===== config.mk =====
export PLATFORM = sky130hd
export DESIGN_NAME = xosera_main
export DESIGN_NICKNAME = d
export VERILOG_FILES = /design/src/source/xv_bus_pkg.sv /design/src/source/xv_video_pkg.sv /design/src/source/color_lookup.sv /design/src/source/intr_ctrl.sv /design/src/source/reg_interface.sv /design/src/source/video_timing.sv /design/src/source/xosera_main.sv
export SDC_FILE = /design/constraint.sdc
export NUM_CORES = 1
export LEC_CHECK = 0
export BUFFER_PORTS_ARGS = -buffer_cell sky130_fd_sc_hd__buf_4
export CORE_ASPECT_RATIO = 0.6
export CORE_MARGIN = 4
export CORE_UTILIZATION = 45
export DETAILED_ROUTE_END_ITERATION = 10
export SYNTH_ARGS = -nofsm -noshare
export SYNTH_HDL_FRONTEND = slang
export SYNTH_HIERARCHICAL = 1
export SYNTH_SLANG_ARGS = --single-unit
export TNS_END_PERCENT = 30

===== constraint.sdc =====
create_clock -name clk -period 2.95 [get_ports clk]
set_input_delay 0.295 -clock clk [delete_from_list [all_inputs] [get_ports clk]]
set_output_delay 0.295 -clock clk [all_outputs]
set_load 0.01 [all_outputs]

===== src/source/xv_bus_pkg.sv =====
package xv_bus_pkg;

    typedef logic [15:0] word_t;            // 16-bit data word
    typedef logic [7:0]  byte_t;            // cpu bus byte
    typedef logic [1:0]  intr_t;            // one bit per video interrupt source

    // cpu register numbers
    localparam logic [3:0] REG_XR_ADDR    = 4'h0;  // xr address, auto increments
    localparam logic [3:0] REG_XR_DATA    = 4'h1;  // xr write data
    localparam logic [3:0] REG_INT_CTRL   = 4'h2;  // even mask, odd pending/clear
    localparam logic [3:0] REG_SYS_STATUS = 4'h3;  // blanking flags

    // interrupt bit positions
    localparam int VIDEO_INTR  = 0;         // interrupt line reached
    localparam int VBLANK_INTR = 1;         // first line of vertical blank

    // xr register numbers
    localparam logic [3:0] XR_VID_INTR_LINE = 4'h0;  // line that raises VIDEO_INTR

    // register view of an xr address
    typedef struct packed {
        logic        region;                // 0 = register
        logic [10:0] unused;
        logic [3:0]  reg_num;               // register number
    } xr_reg_view_t;

    // memory view of an xr address
    typedef struct packed {
        logic        region;                // 1 = colour memory
        logic [10:0] unused;
        logic [3:0]  color_index;           // colour entry
    } xr_mem_view_t;

    // one address word, decoded per region
    typedef union packed {
        xr_reg_view_t regs;
        xr_mem_view_t mem;
        word_t        raw;                  // plain word for loads and increment
    } xr_addr_u;

endpackage


===== src/source/xv_video_pkg.sv =====
package xv_video_pkg;

    typedef logic [6:0]  hres_t;            // horizontal count
    typedef logic [3:0]  vres_t;            // vertical count
    typedef logic [3:0]  color_t;           // colour memory index
    typedef logic [11:0] rgb_t;             // 4 bits each of r, g, b

    // horizontal timing in pixels
    localparam hres_t H_VISIBLE = 7'd64;
    localparam hres_t H_FRONT   = 7'd4;
    localparam hres_t H_SYNC    = 7'd8;
    localparam hres_t H_BACK    = 7'd4;
    localparam hres_t H_TOTAL   = H_VISIBLE + H_FRONT + H_SYNC + H_BACK;  // 80

    // vertical timing in lines
    localparam vres_t V_VISIBLE = 4'd8;
    localparam vres_t V_FRONT   = 4'd1;
    localparam vres_t V_SYNC    = 4'd2;
    localparam vres_t V_BACK    = 4'd1;
    localparam vres_t V_TOTAL   = V_VISIBLE + V_FRONT + V_SYNC + V_BACK;  // 12

    // test bars are 4 pixels wide
    localparam int PIX_SHIFT = 2;

endpackage


===== src/source/color_lookup.sv =====
`default_nettype none
`timescale 1ns/1ps

module color_lookup(
    input  wire logic                   clk,
    input  wire logic                   xr_wr_i,        // xr write pulse
    input  wire xv_bus_pkg::xr_addr_u   xr_addr_i,
    input  wire xv_bus_pkg::word_t      xr_data_i,
    input  wire xv_video_pkg::color_t   color_index_i,
    input  wire logic                   hsync_i,
    input  wire logic                   vsync_i,
    input  wire logic                   dv_de_i,
    output xv_video_pkg::rgb_t          rgb_o,          // zero when not visible
    output logic                        hsync_o,
    output logic                        vsync_o,
    output logic                        dv_de_o
);

xv_bus_pkg::word_t      color_mem [16]; // colour words, low 12 bits used
xv_bus_pkg::word_t      color_q;        // looked up colour
logic                   hsync_1;        // syncs one cycle in
logic                   vsync_1;
logic                   dv_de_1;
logic                   mem_wr;

assign mem_wr = xr_wr_i && xr_addr_i.mem.region;

// cpu side write port
always_ff @(posedge clk) begin
    if (mem_wr) begin
        color_mem[xr_addr_i.mem.color_index] <= xr_data_i;
    end
end

// stage 1, lookup
always_ff @(posedge clk) begin
    color_q <= color_mem[color_index_i];
    hsync_1 <= hsync_i;
    vsync_1 <= vsync_i;
    dv_de_1 <= dv_de_i;
end

// stage 2, blank and output
always_ff @(posedge clk) begin
    if (dv_de_1) begin
        rgb_o <= color_q[11:0];
    end else begin
        rgb_o <= '0;                    // black in borders
    end
    hsync_o <= hsync_1;
    vsync_o <= vsync_1;
    dv_de_o <= dv_de_1;
end

endmodule
`default_nettype wire


===== src/source/intr_ctrl.sv =====
`default_nettype none
`timescale 1ns/1ps

module intr_ctrl(
    input  wire logic                   clk,
    input  wire logic                   reset_i,
    input  wire xv_bus_pkg::intr_t      intr_trigger_i, // one cycle per event
    input  wire xv_bus_pkg::intr_t      intr_mask_i,    // enabled sources
    input  wire xv_bus_pkg::intr_t      intr_clear_i,   // cpu acknowledge
    output xv_bus_pkg::intr_t           intr_status_o,  // pending bits
    output logic                        bus_intr_o      // cpu interrupt pulse
);

xv_bus_pkg::intr_t      new_intr;       // enabled and not yet pending

assign new_intr = intr_trigger_i & intr_mask_i & ~intr_status_o;

always_ff @(posedge clk) begin
    if (reset_i) begin
        bus_intr_o      <= 1'b0;
        intr_status_o   <= '0;
    end else begin
        // only a fresh enabled event interrupts the cpu
        bus_intr_o      <= |new_intr;

        // any trigger is remembered, mask or not
        intr_status_o   <= (intr_status_o | intr_trigger_i) & ~intr_clear_i;
    end
end

endmodule
`default_nettype wire


===== src/source/reg_interface.sv =====
`default_nettype none
`timescale 1ns/1ps

module reg_interface(
    input  wire logic                   clk,
    input  wire logic                   reset_i,
    input  wire logic                   bus_cs_n_i,     // chip select, active low
    input  wire logic                   bus_rd_nwr_i,   // 1 = read, 0 = write
    input  wire logic [3:0]             bus_reg_num_i,  // register number
    input  wire logic                   bus_bytesel_i,  // 0 = even byte, 1 = odd byte
    input  wire xv_bus_pkg::byte_t      bus_data_i,
    output xv_bus_pkg::byte_t           bus_data_o,     // held until next read
    input  wire logic                   h_blank_i,
    input  wire logic                   v_blank_i,
    input  wire xv_bus_pkg::intr_t      intr_status_i,  // pending bits from intr_ctrl
    output xv_bus_pkg::intr_t           intr_mask_o,
    output xv_bus_pkg::intr_t           intr_clear_o,   // one cycle clear pulse
    output logic                        xr_wr_o,        // one cycle xr write pulse
    output xv_bus_pkg::xr_addr_u        xr_addr_o,
    output xv_bus_pkg::word_t           xr_data_o
);

logic                   cs_n_q;         // cs seen on previous clock
logic                   bus_strobe;     // first clock with cs low
logic                   wr_strobe;
logic                   rd_strobe;
xv_bus_pkg::byte_t      byte_hi;        // even byte waiting for its odd half
xv_bus_pkg::xr_addr_u   xr_addr;        // current xr address
xv_bus_pkg::intr_t      intr_mask;
xv_bus_pkg::byte_t      rd_byte;        // read mux result

assign bus_strobe   = cs_n_q & ~bus_cs_n_i;
assign wr_strobe    = bus_strobe & ~bus_rd_nwr_i;
assign rd_strobe    = bus_strobe & bus_rd_nwr_i;

assign xr_addr_o    = xr_addr;          // address stays put during the write pulse
assign intr_mask_o  = intr_mask;

// read data select
always_comb begin
    rd_byte = '0;
    case (bus_reg_num_i)
        xv_bus_pkg::REG_XR_ADDR: begin
            rd_byte = bus_bytesel_i ? xr_addr.raw[7:0] : xr_addr.raw[15:8];
        end
        xv_bus_pkg::REG_INT_CTRL: begin
            // even = mask, odd = pending
            rd_byte = bus_bytesel_i ? {6'b0, intr_status_i} : {6'b0, intr_mask};
        end
        xv_bus_pkg::REG_SYS_STATUS: begin
            if (!bus_bytesel_i) begin
                rd_byte = {v_blank_i, h_blank_i, 6'b0};
            end
        end
        default: begin
            rd_byte = '0;               // xr data reads not supported
        end
    endcase
end

// control state
always_ff @(posedge clk) begin
    if (reset_i) begin
        cs_n_q          <= 1'b1;
        xr_wr_o         <= 1'b0;
        xr_addr         <= '0;
        intr_mask       <= '0;
        intr_clear_o    <= '0;
        bus_data_o      <= '0;
    end else begin
        cs_n_q          <= bus_cs_n_i;
        xr_wr_o         <= 1'b0;        // pulses last one cycle
        intr_clear_o    <= '0;

        // step address as the write pulse ends
        if (xr_wr_o) begin
            xr_addr.raw <= xr_addr.raw + 16'd1;
        end

        if (wr_strobe) begin
            if (!bus_bytesel_i) begin
                if (bus_reg_num_i == xv_bus_pkg::REG_INT_CTRL) begin
                    intr_mask <= bus_data_i[1:0];
                end
            end else begin
                case (bus_reg_num_i)
                    xv_bus_pkg::REG_XR_ADDR:  xr_addr.raw <= {byte_hi, bus_data_i};
                    xv_bus_pkg::REG_XR_DATA:  xr_wr_o <= 1'b1;
                    xv_bus_pkg::REG_INT_CTRL: intr_clear_o <= bus_data_i[1:0];
                    default: begin
                    end
                endcase
            end
        end

        if (rd_strobe) begin
            bus_data_o <= rd_byte;
        end
    end
end

// word assembly
always_ff @(posedge clk) begin
    if (wr_strobe && !bus_bytesel_i) begin
        byte_hi <= bus_data_i;          // high byte comes first
    end
    if (wr_strobe && bus_bytesel_i && bus_reg_num_i == xv_bus_pkg::REG_XR_DATA) begin
        xr_data_o <= {byte_hi, bus_data_i};
    end
end

endmodule
`default_nettype wire


===== src/source/video_timing.sv =====
`default_nettype none
`timescale 1ns/1ps

module video_timing(
    input  wire logic                   clk,
    input  wire logic                   reset_i,
    input  wire logic                   xr_wr_i,        // xr write pulse
    input  wire xv_bus_pkg::xr_addr_u   xr_addr_i,
    input  wire xv_bus_pkg::word_t      xr_data_i,
    output logic                        hsync_o,        // active high
    output logic                        vsync_o,        // active high
    output logic                        dv_de_o,        // visible pixel
    output logic                        h_blank_o,
    output logic                        v_blank_o,
    output xv_video_pkg::color_t        color_index_o,  // test bar index
    output xv_bus_pkg::intr_t           intr_trigger_o
);

xv_video_pkg::hres_t    h_count;
xv_video_pkg::vres_t    v_count;
xv_video_pkg::vres_t    intr_line;      // XR_VID_INTR_LINE
logic                   line_start;     // first pixel of a line
logic                   reg_wr;         // register region write

assign line_start = (h_count == '0);
assign reg_wr     = xr_wr_i && !xr_addr_i.regs.region;

// counters and video register
always_ff @(posedge clk) begin
    if (reset_i) begin
        h_count     <= '0;
        v_count     <= '0;
        intr_line   <= '0;
    end else begin
        if (h_count == xv_video_pkg::H_TOTAL - 7'd1) begin
            h_count <= '0;
            if (v_count == xv_video_pkg::V_TOTAL - 4'd1) begin
                v_count <= '0;          // new frame
            end else begin
                v_count <= v_count + 4'd1;
            end
        end else begin
            h_count <= h_count + 7'd1;
        end

        if (reg_wr && xr_addr_i.regs.reg_num == xv_bus_pkg::XR_VID_INTR_LINE) begin
            intr_line <= xr_data_i[3:0];
        end
    end
end

// decode from counters
always_comb begin
    h_blank_o   = (h_count >= xv_video_pkg::H_VISIBLE);
    v_blank_o   = (v_count >= xv_video_pkg::V_VISIBLE);
    dv_de_o     = !h_blank_o && !v_blank_o;

    // sync after front porch
    hsync_o     = (h_count >= xv_video_pkg::H_VISIBLE + xv_video_pkg::H_FRONT) &&
                  (h_count <  xv_video_pkg::H_VISIBLE + xv_video_pkg::H_FRONT +
                              xv_video_pkg::H_SYNC);
    vsync_o     = (v_count >= xv_video_pkg::V_VISIBLE + xv_video_pkg::V_FRONT) &&
                  (v_count <  xv_video_pkg::V_VISIBLE + xv_video_pkg::V_FRONT +
                              xv_video_pkg::V_SYNC);

    color_index_o = h_count[xv_video_pkg::PIX_SHIFT +: 4];  // wraps every 16 bars

    intr_trigger_o = '0;
    intr_trigger_o[xv_bus_pkg::VIDEO_INTR]  = line_start && (v_count == intr_line);
    intr_trigger_o[xv_bus_pkg::VBLANK_INTR] = line_start &&
                                              (v_count == xv_video_pkg::V_VISIBLE);
end

endmodule
`default_nettype wire


===== src/source/xosera_main.sv =====
`default_nettype none
`timescale 1ns/1ps

module xosera_main(
    input  wire logic                   clk,            // pixel clock
    input  wire logic                   reset_i,
    input  wire logic                   bus_cs_n_i,     // chip select, active low
    input  wire logic                   bus_rd_nwr_i,   // 1 = read, 0 = write
    input  wire logic [3:0]             bus_reg_num_i,
    input  wire logic                   bus_bytesel_i,  // 0 = even, 1 = odd
    input  wire xv_bus_pkg::byte_t      bus_data_i,
    output xv_bus_pkg::byte_t           bus_data_o,
    output logic                        bus_intr_o,     // cpu interrupt pulse
    output logic [3:0]                  red_o,
    output logic [3:0]                  green_o,
    output logic [3:0]                  blue_o,
    output logic                        hsync_o,
    output logic                        vsync_o,
    output logic                        dv_de_o         // display enable
);

// xr write bus, shared by timing and colour units
logic                   xr_wr;
xv_bus_pkg::xr_addr_u   xr_addr;
xv_bus_pkg::word_t      xr_data;

// interrupt signals
xv_bus_pkg::intr_t      intr_mask;
xv_bus_pkg::intr_t      intr_clear;
xv_bus_pkg::intr_t      intr_status;
xv_bus_pkg::intr_t      intr_trigger;

// raw video timing
logic                   hsync;
logic                   vsync;
logic                   dv_de;
logic                   h_blank;
logic                   v_blank;
xv_video_pkg::color_t   color_index;
xv_video_pkg::rgb_t     rgb;

assign {red_o, green_o, blue_o} = rgb;  // 4 bits per gun

reg_interface reg_interface(
    .clk(clk),
    .reset_i(reset_i),
    .bus_cs_n_i(bus_cs_n_i),
    .bus_rd_nwr_i(bus_rd_nwr_i),
    .bus_reg_num_i(bus_reg_num_i),
    .bus_bytesel_i(bus_bytesel_i),
    .bus_data_i(bus_data_i),
    .bus_data_o(bus_data_o),
    .h_blank_i(h_blank),
    .v_blank_i(v_blank),
    .intr_status_i(intr_status),
    .intr_mask_o(intr_mask),
    .intr_clear_o(intr_clear),
    .xr_wr_o(xr_wr),
    .xr_addr_o(xr_addr),
    .xr_data_o(xr_data)
);

intr_ctrl intr_ctrl(
    .clk(clk),
    .reset_i(reset_i),
    .intr_trigger_i(intr_trigger),
    .intr_mask_i(intr_mask),
    .intr_clear_i(intr_clear),
    .intr_status_o(intr_status),
    .bus_intr_o(bus_intr_o)
);

video_timing video_timing(
    .clk(clk),
    .reset_i(reset_i),
    .xr_wr_i(xr_wr),
    .xr_addr_i(xr_addr),
    .xr_data_i(xr_data),
    .hsync_o(hsync),
    .vsync_o(vsync),
    .dv_de_o(dv_de),
    .h_blank_o(h_blank),
    .v_blank_o(v_blank),
    .color_index_o(color_index),
    .intr_trigger_o(intr_trigger)
);

// 2 cycle lookup, syncs delayed to match
color_lookup color_lookup(
    .clk(clk),
    .xr_wr_i(xr_wr),
    .xr_addr_i(xr_addr),
    .xr_data_i(xr_data),
    .color_index_i(color_index),
    .hsync_i(hsync),
    .vsync_i(vsync),
    .dv_de_i(dv_de),
    .rgb_o(rgb),
    .hsync_o(hsync_o),
    .vsync_o(vsync_o),
    .dv_de_o(dv_de_o)
);

endmodule
`default_nettype wire


==> metrics.yaml, run 1 <==
status:
  status: "finished clean"
cells_and_area:
  nNetsFinal: 769
  multi_input_area_um2: 3150
  nFillCells: 1966
  area_growth_pct: 14.3
  mostFrequentLayoutCell: "edfxtp_1"
  ff_latch_area_um2: 7930
  layout_common_cells: "212 x edfxtp_1, 76 x dfxtp_1, 64 x buf_4"
  diodes: 0
  drive_above_1_share_pct: 22.6
detailed_routing:
  vias_per_cell: 5.77
  wl_per_cell_um: 23.4
  drt-initial-drc-count: 622
  vias: 6265
  ant_nets: 0
  remaining_drc_errors: 0
  drt_pass1_iterations: 5
  wl_mm: 25.4
clock_network:
  cts_tree: "yes"
  cts_max_level: 1
  clk_pin_slew_ps: 70
  cts_made_buffers: 26
  clk_path_buf_depth: 3
  postCtsSetupBuffers: 0
  ctsHoldBuffers: 9
  cts.sinks: 290
  cts_root_buf: "clkbuf_16"
  clock_latency_ps: 530
  cts_resized: 0
sta:
  setup_violations: 0
  hold_violations: 0
  max_freq_ghz: 0.422
  maxSlewViolCount: 0
  tightest_slew_ps: 869
  finalCriticalPeriod_ps: 2370
  skew_ps: 9.87
  setup_tns_ps: 0
  slew_headroom_pct: 42.0
  setup_ws_ps: 582
  rsz0062_at_grt: "false"
  worst_hold_slack_ps: 81.8
  finalCritPeriodShare_pct: 80.3
synthesis:
  synthCells: 681
  synth.avg_cell_area_um2: 16.6
  netlist_area_um2: 11300
  syn_nets: 705
  ys_warn_count: 6
setup_path:
  critical_path_required_ps: 3350
  slowest_delay_ps: 910
  crit_path_top_delay_cell: "dfxtp_4"
  cp_max_fo: 46
  arrival_ps: 2770
  crit_type: "flop to flop"
  critPathCaptureType: "flop"
  worstPathCellList: "mux4_1, a22oi_1, nand2_1"
  crit_path_start_kind: "flop"
floorplan:
  num_io_pins: 41
  start_util_pct: 46.3
  die_w_um: 213
  die_area_um2: 27800
  die_h_um: 131
  num_rows: 44
  core_um2: 24400
global_route:
  grt-ovfl-total: 0
  grt_usage_pct: 18.7
  grt_first_pass_wirelength_mm: 39.0
  grt_max_degree: 50
  antenna_found_initial: 0
  grt_pass1_vias: 6222
place:
  pre_cts_slack_ps: 545
  numPortBuffers: 40
  place_congestion: 0.815
  hpwlAfterDp_mm: 16.0
pwr:
  p_per_area_nw_per_um2: 605
  leakage_nw: 4.20
  peakVddDrop_mv: 0.338
  p_total_w: 0.00783
run:
  max_cap_violations: 0
worst_hold_path:
  hold_class: "input pin to flop"
[per-stage QoR]
stage | area, um^2 | std cells | utilization, %
after floorplan | 11300 | 681 | -
after global placement | 12000 | 1030 | 49.2
after detailed placement | 12000 | 1030 | 49.2
after CTS | 12900 | 1086 | 52.9
after global routing | 12900 | 1086 | 52.9
final | 12900 | 1086 | 52.9
[worst paths after layout]
check | startpoint | endpoint | slack, ps | cells past startpoint
setup / recovery | video_timing/h_count[2] | color_lookup/color_q[2] | 580 | 3
hold / removal | bus_reg_num_i[2] | reg_interface/xr_wr_o | 80 | 4
setup reg to reg | video_timing/h_count[2] | color_lookup/color_q[2] | 580 | 3
hold reg to reg | color_lookup/vsync_1 | color_lookup/vsync_o | 330 | 0
[sequential cells by signal, indices dropped and copies added, names as in the netlist, 2 cells and up]
name	count
color_lookup/color_mem	192
color_lookup/color_q	12
color_lookup/rgb_o	12
intr_ctrl/intr_status_o	2
reg_interface/bus_data_o	8
reg_interface/byte_hi	8
reg_interface/intr_clear_o	2
reg_interface/intr_mask_o	2
reg_interface/xr_addr_o	16
reg_interface/xr_data_o	12
video_timing/h_count	7
video_timing/intr_line	4
video_timing/v_count	4
[critical path: cells and delay by family (launching register included)]
kind	cells	cell delay, ps
and+or+nand+nor	1	110
DFF	1	910
muxes	1	650
AOI/OAI and AO/OA	1	520
[cell type report]
type / count / share of cell area (%)
Clock buffer: 30 / 5.46
Clock inverter: 17 / 0.919
Inverter: 8 / 0.232
Multi-Input combinational cell: 345 / 24.4
Sequential cell: 290 / 61.3
Tap cell: 322 / 3.11
Timing Repair Buffer: 74 / 4.57
[where the power goes]
part | switching (W) | total, W | internal (W)
registers | 0.0000370 | 0.00438 | 0.00434
logic | 0.0000816 | 0.000185 | 0.000103
clock network | 0.00145 | 0.00326 | 0.00181
total | 0.00157 | 0.00783 | 0.00625
[per-layer routing]
layer	wire length (um)	vias to the layer above	track usage, %
met4	370	0	3.52
met2	10500	194	26.0
met1	12700	3238	30.9
met5	0	-	0
li1	-	2800	-
met3	1840	33	3.44
No activity file was read; power rests on OpenSTA's default activity.
==> run 2: changes to the inputs <==
==> constraint.sdc (replaced) <==
create_clock -name clk -period 1.9 [get_ports clk]
set_input_delay 0.19 -clock clk [delete_from_list [all_inputs] [get_ports clk]]
set_output_delay 0.19 -clock clk [all_outputs]
set_load 0.01 [all_outputs]
==> run 2 against run 1 <==
Against the previous run: sequential share of layout area down 2.4 points; final cell count up 2.9%; utilization up 2.2 points; setup slack worse by 560 ps.
==> metrics.yaml, run 2 (synthesis results as in run 1) <==
floorplan:
  die_area_um2: 27800
  die_h_um: 131
  start_util_pct: 46.3
  core_um2: 24400
  num_io_pins: 41
  die_w_um: 213
  num_rows: 44
global_route:
  grt_max_degree: 50
  grt_pass1_vias: 6208
  grt-ovfl-total: 0
  antenna_found_initial: 0
  grt_first_pass_wirelength_mm: 38.0
  grt_usage_pct: 18.2
sta:
  slew_headroom_pct: 49.8
  max_freq_ghz: 0.532
  setup_tns_ps: 0
  maxSlewViolCount: 0
  setup_violations: 0
  finalCriticalPeriod_ps: 1880
  tightest_slew_ps: 746
  rsz0062_at_grt: "false"
  finalCritPeriodShare_pct: 98.9
  hold_violations: 0
  skew_ps: 8.30
detailed_routing:
  drt_pass1_iterations: 5
  remaining_drc_errors: 0
  wl_per_cell_um: 22.5
  wl_mm: 25.1
  vias_per_cell: 5.64
  drt-initial-drc-count: 519
  ant_nets: 0
  vias: 6307
place:
  numPortBuffers: 40
  hpwlAfterDp_mm: 16.4
  placed_area_um2: 12400
  place_congestion: 0.795
cells_and_area:
  area_growth_pct: 19.1
  mostFrequentLayoutCell: "edfxtp_1"
  drive_above_1_share_pct: 26.0
  finalInstanceArea_um2: 13500
  post-route-util_pct: 55.1
  nNetsFinal: 801
  layout_common_cells: "212 x edfxtp_1, 76 x buf_4, 75 x dfxtp_1"
  top_register: "color_lookup/color_mem"
  largest_reg_flops: 192
  diodes: 0
setup_path:
  critPathCaptureType: "flop"
  arrival_ps: 2290
  crit_path_start_kind: "flop"
  rr_worst_depth: 4
  crit_type: "flop to flop"
  cp_max_fo: 11
  r2r_setup_slack_ps: 20
  reg2reg_to: "color_lookup/color_q[2]"
  cp-startpoint: "video_timing/h_count[2]"
  critical_path_required_ps: 2310
  r2r_start: "video_timing/h_count[2]"
clock_network:
  clk_pin_slew_ps: 60
  cts.sinks: 290
  cts_root_buf: "clkbuf_16"
  cts_max_level: 1
  cts_made_buffers: 27
  clock_latency_ps: 530
  cts_tree: "yes"
  clk_path_buf_depth: 3
pwr:
  leakage_nw: 4.45
  p_per_area_nw_per_um2: 939
  p_total_w: 0.0127
  peakVddDrop_mv: 0.642
worst_hold_path:
  whs_path_depth: 4
  min_from: "bus_reg_num_i[1]"
  hold_class: "input pin to flop"
  hold_path_end: "reg_interface/xr_wr_o"
status:
  status: "finished clean"
run:
  max_cap_violations: 0
[run 2: how the worst max path moves through the flow]
stage                                    end  slack, ps  cells past startpoint
4_1_cts              color_lookup/color_q[2]         30                      4
5_1_grt              color_lookup/color_q[2]         10                      4
3_5_place_dp         color_lookup/color_q[9]       -100                      3
3_3_place_gp         color_lookup/color_q[2]        -90                      4
2_1_floorplan  color_lookup/color_mem[12][0]        -60                      2
6_report             color_lookup/color_q[2]         20                      4
[run 2: repair_timing]
action,CTS,global route
hold buffers,11,0
hold endpoints to repair,23,0
endpoints found under the setup margin,2,13
gates resized for setup,1,6
setup buffers,1,0
[run 2: cell type report]
cell class,instances,area [um^2]
Clock inverter,17,208
Tap cell,322,403
Clock buffer,31,691
Fill cell,1948,11000
Inverter,8,30.0
Timing Repair Buffer,105,1030
Sequential cell,290,7930
Multi-Input combinational cell,345,3180
[run 2: layer usage]
layer,global-route usage [%],share of wire (%),up-vias
li1,-,-,2869
met1,29.6,49,3212
met2,26.2,42,199
met3,3.08,6.7,27
met4,3.10,1.4,0
met5,0,0,-
[run 2: where the power goes]
| part | total, W | leakage (nW) | switching, W | internal (W) |
|---|---|---|---|---|
| combinational | 0.000369 | 1.46 | 0.000168 | 0.000202 |
| clock | 0.00550 | 0.438 | 0.00223 | 0.00327 |
| sequential | 0.00678 | 2.55 | 0.0000328 | 0.00675 |
[run 2: worst max-delay path, cell delays in order (launching register included)]
cell and delay (ps):
dfxtp_4 490, mux4_1 710, a22oi_1 350, buf_4 170
nand2_1 40
[run 2: through the flow]
stage,cells,hold WS (ps),worst slack (ps)
6_report,1118,33.6,20.4
5_1_grt,1118,34.2,13.1
4_1_cts,1118,2.47,30.7
3_5_place_dp,1058,315,-100
3_3_place_gp,1058,311,-85.7
2_1_floorplan,681,259,-57.8
==> run 3: changes to the inputs <==
--- a/config.mk
+++ b/config.mk
@@ -12,6 +12,5 @@
 export DETAILED_ROUTE_END_ITERATION = 10
 export SYNTH_ARGS = -nofsm -noshare
 export SYNTH_HDL_FRONTEND = slang
-export SYNTH_HIERARCHICAL = 1
 export SYNTH_SLANG_ARGS = --single-unit
 export TNS_END_PERCENT = 30
==> run 3 against run 2 <==
Against the previous run: clock power decreased by 3%; sequential power barely moved; synthesized cell count fell by 1.8%; clock skew rose by 4.2 ps; combinational power shrank 11%; first-iteration DRC count decreased by 10%; design area is 1.5% lower; critical path depth rose by 1; die area down 1.6%; synthesized area is 1.6% lower; critical endpoint is now reg_interface.xr_addr_o[10].
==> metrics.yaml, run 3 <==
setup_path:
  crit_type: "flop to flop"
  crit_path_start_kind: "flop"
  slowest_delay_ps: 480
  r2r_setup_slack_ps: 140
  worstPathCellList: "ha_1, nand4_4, nor4_1, xnor2_1, a211oi_1"
  cp-startpoint: "reg_interface.xr_addr_o[0]"
  reg2reg_to: "reg_interface.xr_addr_o[10]"
  arrival_ps: 2200
  crit_path_top_delay_cell: "dfxtp_1"
  critPathCaptureType: "flop"
  crit_end: "reg_interface.xr_addr_o[10]"
  cp_max_fo: 6
  r2r_start: "reg_interface.xr_addr_o[0]"
  critical_path_required_ps: 2330
  rr_worst_depth: 5
pwr:
  leakage_nw: 4.52
  p_per_area_nw_per_um2: 936
  peakVddDrop_mv: 0.664
clock_network:
  clk_pin_slew_ps: 70
  cts.sinks: 290
  cts_root_buf: "clkbuf_16"
  clock_latency_ps: 530
  cts_max_level: 1
  cts_made_buffers: 26
  clk_path_buf_depth: 3
  cts_tree: "yes"
  postCtsSetupBuffers: 0
synthesis:
  synth_compound_area_share_pct: 4.04
  synth_edf_count: 212
  synth_mux_area_share_pct: 11.3
  synth_seq_cells: 290
  synth_top_family_by_area: "multiplexers"
  netlist_area_um2: 11100
  yosysTopAreaCell: "edfxtp_1"
  ys_warn_count: 0
  ys_types: 51
  synthAdderAreaFrac_pct: 1.12
  synth_commonest_cells: "212 x edfxtp_1, 78 x dfxtp_1, 48 x mux4_2, 48 x nor2_1, 30 x a22oi_1"
  synth-async-reset-ratio_pct: 0
  synth_top_cell_area_share_pct: 57.2
  synth.avg_cell_area_um2: 16.6
  post-synth-top-count-cell: "edfxtp_1"
  yosysSeqAreaShare_pct: 71.2
  synth_xor_area_share_pct: 1.57
  yosys.area_share.simple_pct: 9.07
  syn_nets: 696
  synthCells: 669
  synth_area_leaders: "edfxtp_1 57%, dfxtp_1 14%, mux4_2 9.7%"
  synth-main-ff-cell: "edfxtp_1"
sta:
  hold_violations: 0
  setup_ws_ps: 136
  slew_headroom_pct: 20.6
  finalCritPeriodShare_pct: 92.8
  skew_ps: 12.5
  tightest_slew_ps: 1190
  finalCriticalPeriod_ps: 1760
  setup_violations: 0
  worst_hold_slack_ps: 18.6
  maxSlewViolCount: 0
  max_freq_ghz: 0.567
cells_and_area:
  layout_common_cells: "212 x edfxtp_1, 76 x dfxtp_1, 68 x buf_4"
  nNetsFinal: 788
  mostFrequentLayoutCell: "edfxtp_1"
  diodes: 0
  finalInstanceArea_um2: 13300
  post-route-util_pct: 54.7
  drive_above_1_share_pct: 25.4
  largest_reg_flops: 192
  area_growth_pct: 19.2
  top_register: "color_lookup.color_mem"
floorplan:
  num_rows: 44
  die_w_um: 211
  start_util_pct: 45.8
  die_area_um2: 27400
  num_io_pins: 41
  core_um2: 24300
  die_h_um: 130
global_route:
  grt-ovfl-total: 0
  grt_pass1_vias: 6099
  antenna_found_initial: 0
  grt_first_pass_wirelength_mm: 37.2
  grt_usage_pct: 17.9
  grt_max_degree: 50
detailed_routing:
  met2_length_mm: 10.8
  vias: 6127
  wl_mm: 24.5
  drt-met1-wl_mm: 12.1
  remaining_drc_errors: 0
  wl_per_cell_um: 22.2
  ant_nets: 0
  drt-initial-drc-count: 466
  drt_pass1_iterations: 5
  wl_met3_mm: 1.38
  highest_layer: "met4"
  vias_per_cell: 5.55
worst_hold_path:
  hold_class: "input pin to flop"
place:
  pre_cts_slack_ps: 75.8
  place_congestion: 0.863
  placed_area_um2: 12300
  numPortBuffers: 40
  hpwlAfterDp_mm: 16.2
status:
  status: "finished clean"
run:
  max_cap_violations: 0
-- run 3: cell count changes in the layout (fill, tap and decap cells not counted), sizes merged, moves of 7 or more --
| cell | previous run | this run |
|---|---|---|
| a21oi | 18 | 5 |
| buf | 94 | 86 |
| and3 | 4 | 16 |
| and2 | 15 | 24 |
| clkbuf | 31 | 38 |
| nor3 | 20 | 13 |
-- run 3: through the flow --
stage / TNS [ps] / std cells / total power, W
6_report: 0 / 1103 / 0.0124
5_1_grt: -12.2 / 1103 / 0.0128
4_1_cts: 0 / 1103 / 0.0125
3_5_place_dp: 0 / 1045 / 0.00723
3_3_place_gp: 0 / 1045 / 0.00722
2_1_floorplan: 0 / 669 / 0.00710
-- run 3: critical path: cells and delay by family, from the launching register on --
family / cells / cell delay [ps]
AO/OA/AOI/OAI: 1 / 240
XOR/XNOR: 1 / 110
adder cells (fa/ha/maj): 1 / 300
flip-flops: 1 / 480
AND/OR/NAND/NOR: 2 / 550
-- run 3: metal layers --
metal | global-route usage (%) | vias up
met4 | 2.93 | 0
met3 | 3.51 | 14
met1 | 28.4 | 3167
met5 | 0 | -
li1 | - | 2781
met2 | 26.2 | 165
-- run 3: logic make-up (layout without fill, tap and decap cells) --
group,after synthesis,after routing
DFF,290,290
and+or+nand+nor,179,179
muxes,65,65
AOI/OAI and AO/OA,63,63
buffers and inverters,42,154
xor gates and xnor gates,20,20
adders and majority gates,10,10
-- run 3: worst min path at each step --
stage	from	to	slack, ps	depth (start not counted)
4_1_cts	bus_reg_num_i[3]	reg_interface.xr_wr_o	3	4
3_3_place_gp	color_lookup.vsync_1	color_lookup.vsync_o	310	0
3_5_place_dp	color_lookup.vsync_1	color_lookup.vsync_o	320	0
2_1_floorplan	bus_data_i[0]	reg_interface.byte_hi[0]	290	0
6_report	bus_reg_num_i[3]	reg_interface.xr_wr_o	20	4
5_1_grt	bus_reg_num_i[3]	reg_interface.xr_wr_o	40	4
-- run 3: what timing repair did --
action                     4_1_cts  5_1_grt
hold buffers                    10        0
setup endpoints to repair        0        4
resized for setup                0        4
hold endpoints to repair        29        0
-- run 3: cell type report --
type                            instances  area [um^2]
Clock inverter                         10         77.6
Timing Repair Buffer                   96          971
Fill cell                            1884        11000
Inverter                               10         37.5
Tap cell                              322          403
Clock buffer                           38          810
Sequential cell                       290         7930
Multi-Input combinational cell        337         3040
-- run 3: report_power, final --
| part | total (W) | leakage [nW] | internal [W] | switching, W |
|---|---|---|---|---|
| clock | 0.00532 | 0.437 | 0.00309 | 0.00223 |
| sequential | 0.00677 | 2.55 | 0.00674 | 0.0000291 |
| combinational | 0.000329 | 1.54 | 0.000173 | 0.000156 |
| total | 0.0124 | 4.52 | 0.0100 | 0.00241 |
